==> src/hw/iopmp_pkg.sv <==
package iopmp_pkg;

    localparam int ADDR_W      = 32;
    localparam int DATA_W      = 32;
    localparam int NUM_REGIONS = 8;
    localparam int NUM_CHAN    = 2;
    localparam int REG_ADDR_W  = 8;

    localparam int WORD_BYTES   = 4;
    localparam int DUMP_BYTES   = 8;  // Write address, then read address.
    localparam int REGION_BYTES = 8;  // Base, then mask.

    localparam logic [REG_ADDR_W-1:0] OFS_CTRL   = 8'h00;
    localparam logic [REG_ADDR_W-1:0] OFS_STAT   = 8'h08;
    localparam logic [REG_ADDR_W-1:0] OFS_DUMP   = 8'h10;
    localparam logic [REG_ADDR_W-1:0] OFS_REGION = 8'h20;  // Channel 1 follows at 0x60.

    typedef enum logic [1:0] {
        HTRANS_IDLE   = 2'b00,
        HTRANS_BUSY   = 2'b01,
        HTRANS_NONSEQ = 2'b10,
        HTRANS_SEQ    = 2'b11
    } htrans_e;

    typedef enum logic [1:0] {
        HRESP_OKAY  = 2'b00,
        HRESP_ERROR = 2'b01
    } hresp_e;

    typedef struct packed {
        logic [ADDR_W-1:0] haddr;
        logic [3:0]        hprot;
        logic [2:0]        hsize;
        htrans_e           htrans;
        logic [2:0]        hburst;
        logic              hwrite;
        logic [DATA_W-1:0] hwdata;  // Data phase.
    } ahb_req_t;

    typedef struct packed {
        hresp_e            hresp;
        logic              hready;
        logic [DATA_W-1:0] hrdata;
    } ahb_rsp_t;

    typedef struct packed {
        logic [NUM_REGIONS-1:0]            en_w;
        logic [NUM_REGIONS-1:0]            en_r;
        logic [DATA_W-2*NUM_REGIONS-2:0]   rsvd;
        logic                              rst;  // Clears status and dump.
    } pmp_ctrl_t;

    typedef struct packed {
        logic [NUM_REGIONS-1:0]            hit_w;
        logic [NUM_REGIONS-1:0]            hit_r;
        logic [DATA_W-2*NUM_REGIONS-3:0]   rsvd;
        logic                              err_w;
        logic                              err_r;
    } pmp_stat_t;

    typedef struct packed {
        logic [ADDR_W-1:0] mask;
        logic [ADDR_W-1:0] base;
    } pmp_region_t;

    typedef struct packed {
        logic [ADDR_W-1:0] addr_w;
        logic [ADDR_W-1:0] addr_r;
    } pmp_dump_t;

endpackage

==> src/hw/iopmp_cfg_regs.sv <==
module iopmp_cfg_regs (
    input  logic                   hclk_i,
    input  logic                   hresetn_i,

    input  logic                   hsel_i,
    input  iopmp_pkg::ahb_req_t    req_i,
    output iopmp_pkg::ahb_rsp_t    rsp_o,

    input  iopmp_pkg::pmp_stat_t   stat_i   [iopmp_pkg::NUM_CHAN],
    input  iopmp_pkg::pmp_dump_t   dump_i   [iopmp_pkg::NUM_CHAN],

    output iopmp_pkg::pmp_ctrl_t   ctrl_o   [iopmp_pkg::NUM_CHAN],
    output iopmp_pkg::pmp_region_t region_o [iopmp_pkg::NUM_CHAN][iopmp_pkg::NUM_REGIONS]
);

    logic                             active;
    logic [iopmp_pkg::REG_ADDR_W-1:0] ap_ofs;
    logic                             wr_en_q;
    logic [iopmp_pkg::REG_ADDR_W-1:0] wr_ofs_q;
    iopmp_pkg::pmp_ctrl_t             wr_ctrl;
    logic [iopmp_pkg::DATA_W-1:0]     rd_data;
    logic [iopmp_pkg::DATA_W-1:0]     hrdata_q;

    // Byte offset of the base word of region r in channel c.
    function automatic int region_ofs(input int c, input int r);
        return iopmp_pkg::OFS_REGION + iopmp_pkg::REGION_BYTES * (c * iopmp_pkg::NUM_REGIONS + r);
    endfunction

    assign active = (req_i.htrans == iopmp_pkg::HTRANS_NONSEQ) ||
                    (req_i.htrans == iopmp_pkg::HTRANS_SEQ);
    assign ap_ofs = req_i.haddr[iopmp_pkg::REG_ADDR_W-1:0];

    always_ff @(posedge hclk_i or negedge hresetn_i) begin
        if (!hresetn_i) begin
            wr_en_q <= 1'b0;
        end else begin
            wr_en_q <= hsel_i && active && req_i.hwrite;  // Never stalls.
        end
    end

    always_ff @(posedge hclk_i) begin
        wr_ofs_q <= ap_ofs;
    end

    always_comb begin
        wr_ctrl      = iopmp_pkg::pmp_ctrl_t'(req_i.hwdata);
        wr_ctrl.rsvd = '0;
    end

    // Data phase of a write.
    always_ff @(posedge hclk_i or negedge hresetn_i) begin
        if (!hresetn_i) begin
            for (int c = 0; c < iopmp_pkg::NUM_CHAN; c++) begin
                ctrl_o[c] <= '0;
                for (int r = 0; r < iopmp_pkg::NUM_REGIONS; r++) begin
                    region_o[c][r] <= '0;
                end
            end
        end else if (wr_en_q) begin
            for (int c = 0; c < iopmp_pkg::NUM_CHAN; c++) begin
                if (wr_ofs_q == iopmp_pkg::OFS_CTRL + iopmp_pkg::WORD_BYTES * c) begin
                    ctrl_o[c] <= wr_ctrl;
                end
                for (int r = 0; r < iopmp_pkg::NUM_REGIONS; r++) begin
                    if (wr_ofs_q == region_ofs(c, r)) begin
                        region_o[c][r].base <= req_i.hwdata;
                    end
                    if (wr_ofs_q == region_ofs(c, r) + iopmp_pkg::WORD_BYTES) begin
                        region_o[c][r].mask <= req_i.hwdata;
                    end
                end
            end
        end
    end

    // Unmapped offsets fall through to 0.
    always_comb begin
        rd_data = '0;
        for (int c = 0; c < iopmp_pkg::NUM_CHAN; c++) begin
            if (ap_ofs == iopmp_pkg::OFS_CTRL + iopmp_pkg::WORD_BYTES * c) begin
                rd_data = ctrl_o[c];
            end
            if (ap_ofs == iopmp_pkg::OFS_STAT + iopmp_pkg::WORD_BYTES * c) begin
                rd_data = stat_i[c];
            end
            if (ap_ofs == iopmp_pkg::OFS_DUMP + iopmp_pkg::DUMP_BYTES * c) begin
                rd_data = dump_i[c].addr_w;
            end
            if (ap_ofs == iopmp_pkg::OFS_DUMP + iopmp_pkg::DUMP_BYTES * c
                          + iopmp_pkg::WORD_BYTES) begin
                rd_data = dump_i[c].addr_r;
            end
            for (int r = 0; r < iopmp_pkg::NUM_REGIONS; r++) begin
                if (ap_ofs == region_ofs(c, r)) begin
                    rd_data = region_o[c][r].base;
                end
                if (ap_ofs == region_ofs(c, r) + iopmp_pkg::WORD_BYTES) begin
                    rd_data = region_o[c][r].mask;
                end
            end
        end
    end

    always_ff @(posedge hclk_i or negedge hresetn_i) begin
        if (!hresetn_i) begin
            hrdata_q <= '0;
        end else if (hsel_i && active && !req_i.hwrite) begin
            hrdata_q <= rd_data;  // Valid in the data phase.
        end
    end

    assign rsp_o = '{
        hresp:  iopmp_pkg::HRESP_OKAY,
        hready: 1'b1,
        hrdata: hrdata_q
    };

endmodule

==> src/hw/iopmp_channel.sv <==
module iopmp_channel (
    input  logic                   hclk_i,
    input  logic                   hresetn_i,

    input  iopmp_pkg::pmp_ctrl_t   ctrl_i,
    input  iopmp_pkg::pmp_region_t region_i [iopmp_pkg::NUM_REGIONS],

    input  iopmp_pkg::ahb_req_t    slv_req_i,
    output iopmp_pkg::ahb_rsp_t    slv_rsp_o,

    output iopmp_pkg::ahb_req_t    mst_req_o,
    input  iopmp_pkg::ahb_rsp_t    mst_rsp_i,

    output iopmp_pkg::pmp_stat_t   stat_o,
    output iopmp_pkg::pmp_dump_t   dump_o
);

    logic [iopmp_pkg::NUM_REGIONS-1:0] addr_match;
    logic [iopmp_pkg::NUM_REGIONS-1:0] hit_w;
    logic [iopmp_pkg::NUM_REGIONS-1:0] hit_r;
    logic                              allow;
    logic                              active;
    logic                              accept;

    logic [iopmp_pkg::NUM_REGIONS-1:0] hit_w_q;
    logic [iopmp_pkg::NUM_REGIONS-1:0] hit_r_q;
    logic                              err_w_q;
    logic                              err_r_q;
    logic [iopmp_pkg::ADDR_W-1:0]      dump_w_q;
    logic [iopmp_pkg::ADDR_W-1:0]      dump_r_q;

    always_comb begin
        for (int i = 0; i < iopmp_pkg::NUM_REGIONS; i++) begin
            addr_match[i] = (slv_req_i.haddr & region_i[i].mask) == region_i[i].base;
        end
    end

    assign hit_w = addr_match & ctrl_i.en_w & {iopmp_pkg::NUM_REGIONS{slv_req_i.hwrite}};
    assign hit_r = addr_match & ctrl_i.en_r & {iopmp_pkg::NUM_REGIONS{!slv_req_i.hwrite}};
    assign allow = |{hit_w, hit_r};

    assign active = (slv_req_i.htrans == iopmp_pkg::HTRANS_NONSEQ) ||
                    (slv_req_i.htrans == iopmp_pkg::HTRANS_SEQ);
    assign accept = active && mst_rsp_i.hready;

    always_comb begin
        mst_req_o = slv_req_i;
        if (!allow) begin
            mst_req_o.htrans = iopmp_pkg::HTRANS_IDLE;  // Blocked.
        end
    end

    assign slv_rsp_o = mst_rsp_i;

    always_ff @(posedge hclk_i or negedge hresetn_i) begin
        if (!hresetn_i) begin
            hit_w_q  <= '0;
            hit_r_q  <= '0;
            err_w_q  <= 1'b0;
            err_r_q  <= 1'b0;
            dump_w_q <= '0;
            dump_r_q <= '0;
        end else if (ctrl_i.rst) begin
            hit_w_q  <= '0;
            hit_r_q  <= '0;
            err_w_q  <= 1'b0;
            err_r_q  <= 1'b0;
            dump_w_q <= '0;
            dump_r_q <= '0;
        end else if (accept) begin
            if (slv_req_i.hwrite) begin
                if (|hit_w) begin
                    hit_w_q <= hit_w;
                end else begin
                    err_w_q  <= 1'b1;  // Sticky until rst.
                    dump_w_q <= slv_req_i.haddr;
                end
            end else begin
                if (|hit_r) begin
                    hit_r_q <= hit_r;
                end else begin
                    err_r_q  <= 1'b1;
                    dump_r_q <= slv_req_i.haddr;
                end
            end
        end
    end

    assign stat_o = '{
        hit_w: hit_w_q,
        hit_r: hit_r_q,
        rsvd:  '0,
        err_w: err_w_q,
        err_r: err_r_q
    };

    assign dump_o = '{
        addr_w: dump_w_q,
        addr_r: dump_r_q
    };

endmodule

==> src/hw/iopmp_top.sv <==
module iopmp_top (
    input  logic                hclk_i,
    input  logic                hresetn_i,

    input  logic                cfg_hsel_i,
    input  iopmp_pkg::ahb_req_t cfg_req_i,
    output iopmp_pkg::ahb_rsp_t cfg_rsp_o,

    input  iopmp_pkg::ahb_req_t slv_req_i [iopmp_pkg::NUM_CHAN],
    output iopmp_pkg::ahb_rsp_t slv_rsp_o [iopmp_pkg::NUM_CHAN],

    output iopmp_pkg::ahb_req_t mst_req_o [iopmp_pkg::NUM_CHAN],
    input  iopmp_pkg::ahb_rsp_t mst_rsp_i [iopmp_pkg::NUM_CHAN]
);

    iopmp_pkg::pmp_ctrl_t   ctrl   [iopmp_pkg::NUM_CHAN];
    iopmp_pkg::pmp_region_t region [iopmp_pkg::NUM_CHAN][iopmp_pkg::NUM_REGIONS];
    iopmp_pkg::pmp_stat_t   stat   [iopmp_pkg::NUM_CHAN];
    iopmp_pkg::pmp_dump_t   dump   [iopmp_pkg::NUM_CHAN];

    iopmp_cfg_regs u_cfg_regs (
        .hclk_i    (hclk_i),
        .hresetn_i (hresetn_i),
        .hsel_i    (cfg_hsel_i),
        .req_i     (cfg_req_i),
        .rsp_o     (cfg_rsp_o),
        .stat_i    (stat),
        .dump_i    (dump),
        .ctrl_o    (ctrl),
        .region_o  (region)
    );

    // Channels are peers on separate buses.
    for (genvar c = 0; c < iopmp_pkg::NUM_CHAN; c++) begin : g_chan
        iopmp_channel u_channel (
            .hclk_i    (hclk_i),
            .hresetn_i (hresetn_i),
            .ctrl_i    (ctrl[c]),
            .region_i  (region[c]),
            .slv_req_i (slv_req_i[c]),
            .slv_rsp_o (slv_rsp_o[c]),
            .mst_req_o (mst_req_o[c]),
            .mst_rsp_i (mst_rsp_i[c]),
            .stat_o    (stat[c]),
            .dump_o    (dump[c])
        );
    end

endmodule

==> config.mk <==
export PLATFORM = sky130hd
export DESIGN_NAME = iopmp_top
export DESIGN_NICKNAME = d
export VERILOG_FILES = /design/src/hw/iopmp_pkg.sv /design/src/hw/iopmp_cfg_regs.sv /design/src/hw/iopmp_channel.sv /design/src/hw/iopmp_top.sv
export SDC_FILE = /design/constraint.sdc
export NUM_CORES = 2
export LEC_CHECK = 0
export BUFFER_PORTS_ARGS = -buffer_cell sky130_fd_sc_hd__buf_2
export CORE_AREA = 2 2 399 598
export CTS_CLUSTER_DIAMETER = 80
export DETAILED_ROUTE_END_ITERATION = 10
export DIE_AREA = 0 0 401 600
export SYNTH_ARGS = -nofsm -noshare
export SYNTH_HDL_FRONTEND = slang
export SYNTH_SLANG_ARGS = --single-unit
==> constraint.sdc <==
create_clock -name hclk_i -period 3.33 [get_ports hclk_i]
set_input_delay 0.4995 -clock hclk_i [delete_from_list [all_inputs] [get_ports hclk_i]]
set_output_delay 0.4995 -clock hclk_i [all_outputs]
set_load 0.02 [all_outputs]
# Word-level counts from Yosys, hierarchy flattened
# Cells that the tools add are included.
[totals] regBits=1263 elab_cells=336 out_inout_bits=259
[op_classes] reduce_logical=69 bitwise=24 mux=90 n_eq_ne=100
[ops] op="$mux W32" count=56
[ops] op="$and A32 B32 Y32" count=16
[ops] op="$eq A32 B32 Y1" count=16
[ops] op="$eq A8 B7 Y1 const B" count=32
[ops] op="$eq A8 B6 Y1 const B" count=16
[ops] op="$eq A8 B8 Y1 const B" count=16
[ops] op="$mux W8" count=16
[ops] op="$reduce_and A2 Y1" count=34
[ops] op="$and A8 B8 Y8" count=8
[ops] op="$eq A8 B5 Y1 const B" count=4
[ops] op="$reduce_or A16 Y1" count=2
[ops] op="$reduce_or A8 Y1" count=4
[ops] op="$reduce_and A3 Y1" count=8
[ops] op="$eq A8 B3 Y1 const B" count=2
[ops] op="$eq A8 B4 Y1 const B" count=2
[ops] op="$logic_not A8 Y1" count=2
[ops] op="$mux W1" count=16
[ops] op="$reduce_bool A2 Y1" count=8
[ops] op="$eq A2 B2 Y1 const B" count=6
[ops] op="$ne A2 B2 Y1 const B" count=4
[ops] op="$logic_and A1 B1 Y1" count=5
[ops] op="$mux W2" count=2
[ops] op="$ne A2 B1 Y1 const B" count=2
[ops] op="$logic_not A1 Y1" count=3
[ops] op="$logic_or A1 B1 Y1" count=3

# Longest topological paths before layout
[logic_depth] ltp_word=41 mapped_depth=13 mapped_depth_nobuf=9

# Hierarchy
# Synthesis repeated with hierarchy kept, for this count alone.
[unflattened] cells_unflattened=6745 area_unflattened_um2=71304.6
[modules_own_cells] module="iopmp_cfg_regs" instances=1 cells_per_inst=4535 area_per_inst_um2=53199.8
[modules_own_cells] module="iopmp_channel" instances=2 cells_per_inst=1105 area_per_inst_um2=9052.4

# Least setup slack after synthesis
# No wires, ideal clock.
[synth_path] kind="input-to-output" from="in slv_req_i[76] in the netlist's numbering" to="out mst_req_o[36] in the netlist's numbering" arrival_ns=2.408 required_time_ns=2.830 path_buffers=2 cell_stages=10 setup_slack_ns=0.422 cell_sequence="buf_2 buf_2 a21boi_0 a211oi_1 nand4_1 nor4_1 nand2_1 a21oi_1 nor4b_1 nor2b_1"
[synth_lines] element="start: declaration" line="iopmp_top.sv:9" rtl="input iopmp_pkg::ahb_req_t slv_req_i [iopmp_pkg::NUM_CHAN],"
[synth_lines] element="end: declaration" line="iopmp_top.sv:12" rtl="output iopmp_pkg::ahb_req_t mst_req_o [iopmp_pkg::NUM_CHAN],"

==> Implementation_results.wiki <==
{| class="wikitable"
! Metric !! Value
|-
| Outcome || finished, violations left
|-
| Violated checks || negative setup slack
|-
| Final Util || 37.5%
|-
| Source-to-sink clock delay at the later pin of the worst-skew pair || 0.90 ns
|-
| Die width || 401 um
|-
| Y dimension of the die || 600 um
|-
| IO Count || 563
|-
| Number of vias after detailed routing || 65900
|-
| Post-layout net count || 7769
|-
| Upper clock frequency limit || 228 MHz
|-
| Dominant cells by area after synthesis || dfrtp_1 (45%), mux2_2 (17%), a21oi_1 (3.3%)
|-
| Startpoint class of the critical path || register
|-
| Post-synth EDFFs || 0
|-
| Via/cell ratio || 6.17
|-
| Worst setup path category || register to primary output
|-
| Worst hold margin || 0.0545 ns
|-
| Final worst-path cycle share || 132%
|-
| Clock net sink count || 1263
|-
| Non-filler instance count after layout || 10700
|-
| Setup repair after global routing missed its margin || yes
|-
| Number of levels in the clock H-tree || 4
|-
| Synth-to-layout area growth || 25.7%
|-
| Global-route usage over all layers || 33.0%
|-
| Share of Yosys cell area claimed by the top area cell type || 44.7%
|-
| Hold violation total from the final report || 0
|-
| Floorplan die area || 0.241 mm2
|-
| Cells after DPL || 10300
|-
| Post-Route WL || 408 mm
|-
| Power Dens Cells || 442 mW/mm2
|-
| Hold path endpoint || u_cfg_regs.wr_en_q$_DFF_PN0_
|-
| Worst setup slack before clock tree synthesis || -1.60 ns
|-
| Weighted congestion at the end of routability-driven global placement || 1.03
|-
| Clock buffers created by TritonCTS || 146
|-
| Wire length of the first global-routing pass || 551 mm
|-
| Type of destination of the critical path || primary output
|-
| Reg-to-Reg End || g_chan[0].u_channel.hit_w_q[7]$_DFFE_PN0P_
|-
| Finish-stage setup viols || 106
|-
| Total overflow reported by the global router || 0
|-
| Sequential element share of the synthesized area || 44.9%
|-
| Final ANT Viol Nets || 0
|-
| Warnings from Yosys || 0
|-
| TritonCTS clock tree || done
|-
| Starting density of the core || 29.9%
|-
| Average wire per standard cell || 38.3 um
|-
| Pin count of the biggest net entering global routing || 135
|-
| Reg-to-reg slack, setup || -0.21 ns
|-
| DR pass1 iterations || 8
|-
| Primary FF master, synth || dfrtp_1
|-
| Post-detailed-route DRC marker count || 0
|-
| Reported leakage power || 39.8 nW
|-
| Vias in the first global route || 64600
|-
| Share of synthesized registers carrying an async set or reset || 99.4%
|-
| Standard-cell row count || 218
|-
| Slew margin rel. || 12.6%
|-
| Number of cells produced by synthesis || 6606
|-
| Placed wire-length estimate || 308 mm
|-
| Avg Inst Size Synth || 10.6 um2
|-
| Final setup slack of the worst path || -1.05 ns
|-
| Sum Neg Setup Slack || -13.77 ns
|-
| Worst Tran Pin Value || 1.31 ns
|-
| Maximum resistive drop on vdd || 0.609 mV
|-
| RR Startpoint || u_cfg_regs.region_o[982]$_DFFE_PN0P_
|-
| Clock slew at reported path FFs || 0.06 ns
|-
| Cell taking the most area after synthesis || dfrtp_1
|-
| Initial antenna violation count || 46
|-
| Ratio of cells with drive above 1 in the final layout || 39.5%
|-
| Number of buffer cells added on primary ports || 220
|-
| Clock Tree Buf Depth || 3
|-
| Largest fanout on the critical path || 3
|-
| FF+latch count, synth || 1263
|-
| Reg2reg path depth || 20
|-
| Data arrival time of the critical path || 3.88 ns
|-
| Critical path data required time || 2.83 ns
|-
| Min Clock Period, post-route || 4.38 ns
|-
| Post-Route Skew || 0.0394 ns
|-
| Hold Startpoint || cfg_req_i[37]
|-
| Hold-critical path depth || 2
|-
| Max-cap check violation count || 0
|-
| Post-Syn Area || 0.0702 mm2
|-
| Number of design-rule violations left by the first detailed-router iteration || 7796
|-
| Worst hold path type || primary input to register
|-
| Final slew viol count || 0
|-
| Total of fill cells in the finished design || 23500
|-
| Unique masters post-synth || 97
|-
| Area of the core || 0.235 mm2
|-
| Clock tree root buffer cell || clkbuf_16
|}
-- critical path, cell delays in order, from the launching register on --
cell      delay, ns
dfrtp_1        0.40
a21o_1         0.19
a211oi_4       0.38
nand4_1        0.40
nor4_4         0.71
buf_4          0.26
nand2_2        0.06
nand4_1        0.11
a21oi_2        0.07
nor4b_4        0.15
nor2b_1        0.13
buf_4          0.15
-- power breakdown --
part	switching (mW)	total (mW)	internal [mW]
Sequential	0.793	16.8	16.0
Clock	7.18	17.0	9.81
Combinational	3.29	5.24	1.95
-- placed cells by master, fill, tap and decap left out, types with 123 or more instances in the layout --
master,instances
mux2_2,1057
o21ai_0,159
dfrtp_1,1224
a21oi_1,436
a21o_1,137
mux2i_1,192
o22a_1,131
and3b_1,123
clkbuf_16,154
nand2_1,208
buf_12,131
buf_4,1092
nand3_1,178
and3_1,251
a211oi_1,126
buf_2,214
nor2_1,405
-- routing by layer --
layer | up-vias | wire, um | global-route usage, %
met4 | 30 | 56200 | 37.1
met5 | - | 220 | 0.140
met3 | 1831 | 35500 | 8.34
li1 | 26400 | - | -
met2 | 4226 | 182000 | 52.1
met1 | 33400 | 134000 | 34.1
-- worst max-delay path by stage --
stage,from,endpoint,slack (ns),depth (start not counted)
finish,u_cfg_regs.region_o[169]$_DFFE_PN0P_,mst_req_o[37],-1.05,11
global route,u_cfg_regs.region_o[137]$_DFFE_PN0P_,mst_req_o[37],-0.95,11
CTS,u_cfg_regs.region_o[403]$_DFFE_PN0P_,mst_req_o[37],-0.88,11
detailed placement,slv_req_i[64],mst_req_o[37],-1.60,13
global placement,slv_req_i[64],mst_req_o[36],-1.67,13
floorplan,slv_req_i[76],mst_req_o[36],0.42,10
-- Yosys cell counts, types with 8 or more instances --
| cell | n |
|---|---|
| and3b_1 | 129 |
| mux2_2 | 1057 |
| nand4_1 | 95 |
| nand3_1 | 187 |
| a21oi_1 | 457 |
| o21ai_1 | 30 |
| a222oi_1 | 22 |
| o22ai_1 | 117 |
| or3_1 | 18 |
| clkbuf_1 | 250 |
| a32oi_1 | 13 |
| nor4_1 | 35 |
| and3_1 | 262 |
| nand2b_1 | 10 |
| o221ai_1 | 52 |
| a22o_1 | 14 |
| mux2i_1 | 192 |
| dfxtp_1 | 8 |
| a22oi_1 | 115 |
| o31ai_1 | 14 |
| a21o_1 | 139 |
| inv_1 | 9 |
| a221o_1 | 19 |
| nor2b_1 | 21 |
| nand2_1 | 222 |
| a2111oi_0 | 16 |
| buf_1 | 87 |
| nor2_2 | 8 |
| a221oi_1 | 42 |
| a31oi_1 | 18 |
| buf_2 | 159 |
| a211oi_1 | 171 |
| o21ai_0 | 159 |
| dfrtp_1 | 1255 |
| o211ai_1 | 19 |
| mux2_1 | 38 |
| nor2_1 | 418 |
| o22a_1 | 138 |
| a21boi_0 | 126 |
| o32ai_1 | 9 |
| o2111ai_1 | 19 |
| a2bb2oi_1 | 16 |
| buf_4 | 248 |
| nor3_1 | 43 |
-- flip-flops by register name, summed over array words and instances, names as in the netlist --
| name | count |
|---|---|
| u_cfg_regs.ctrl_o | 34 |
| u_cfg_regs.region_o | 1024 |
| u_cfg_regs.wr_ofs_q | 8 |
| g_chan.u_channel.hit_r_q | 16 |
| g_chan.u_channel.dump_w_q | 64 |
| g_chan.u_channel.dump_r_q | 64 |
| g_chan.u_channel.err_r_q | 2 |
| g_chan.u_channel.hit_w_q | 16 |
| u_cfg_regs.wr_en_q | 1 |
| u_cfg_regs.hrdata_q | 32 |
| g_chan.u_channel.err_w_q | 2 |
-- metrics by stage --
stage / power (mW) / instance area [um2]
after floorplan: 19.1 / 70200
after global placement: 21.9 / 81900
after detailed placement: 22.0 / 81900
after CTS: 38.8 / 88000
after global routing: 39.9 / 88200
final: 39.0 / 88300
-- final cells by class --
cell class	count	area (um2)	area share [%]
well taps	3080	3850	4.37
repair buffers	1461	12200	13.8
diodes	17	42.5	0.0482
multi-input cells	4582	35600	40.4
clock inverters	42	473	0.536
inverters	11	41.3	0.0468
clock buffers	217	4460	5.05
flip-flops and latches	1263	31600	35.8
-- logic make-up after synthesis --
kind of cell	synth area share (%)
multiplexers	20.4
buffers and inverters	5.74
flip-flops	44.9
AND/OR/NAND/NOR	11.6
AO/OA/AOI/OAI	17.3
other	0.0107
-- repair_timing --
item	CTS	global route
setup buffers	50	7
hold endpoints to repair	217	0
endpoints found under the setup margin	86	137
gates resized for setup	177	42
pin swaps	54	29
hold buffers	3	0
gates cloned	0	2
(Power assumes the default switching activity.)
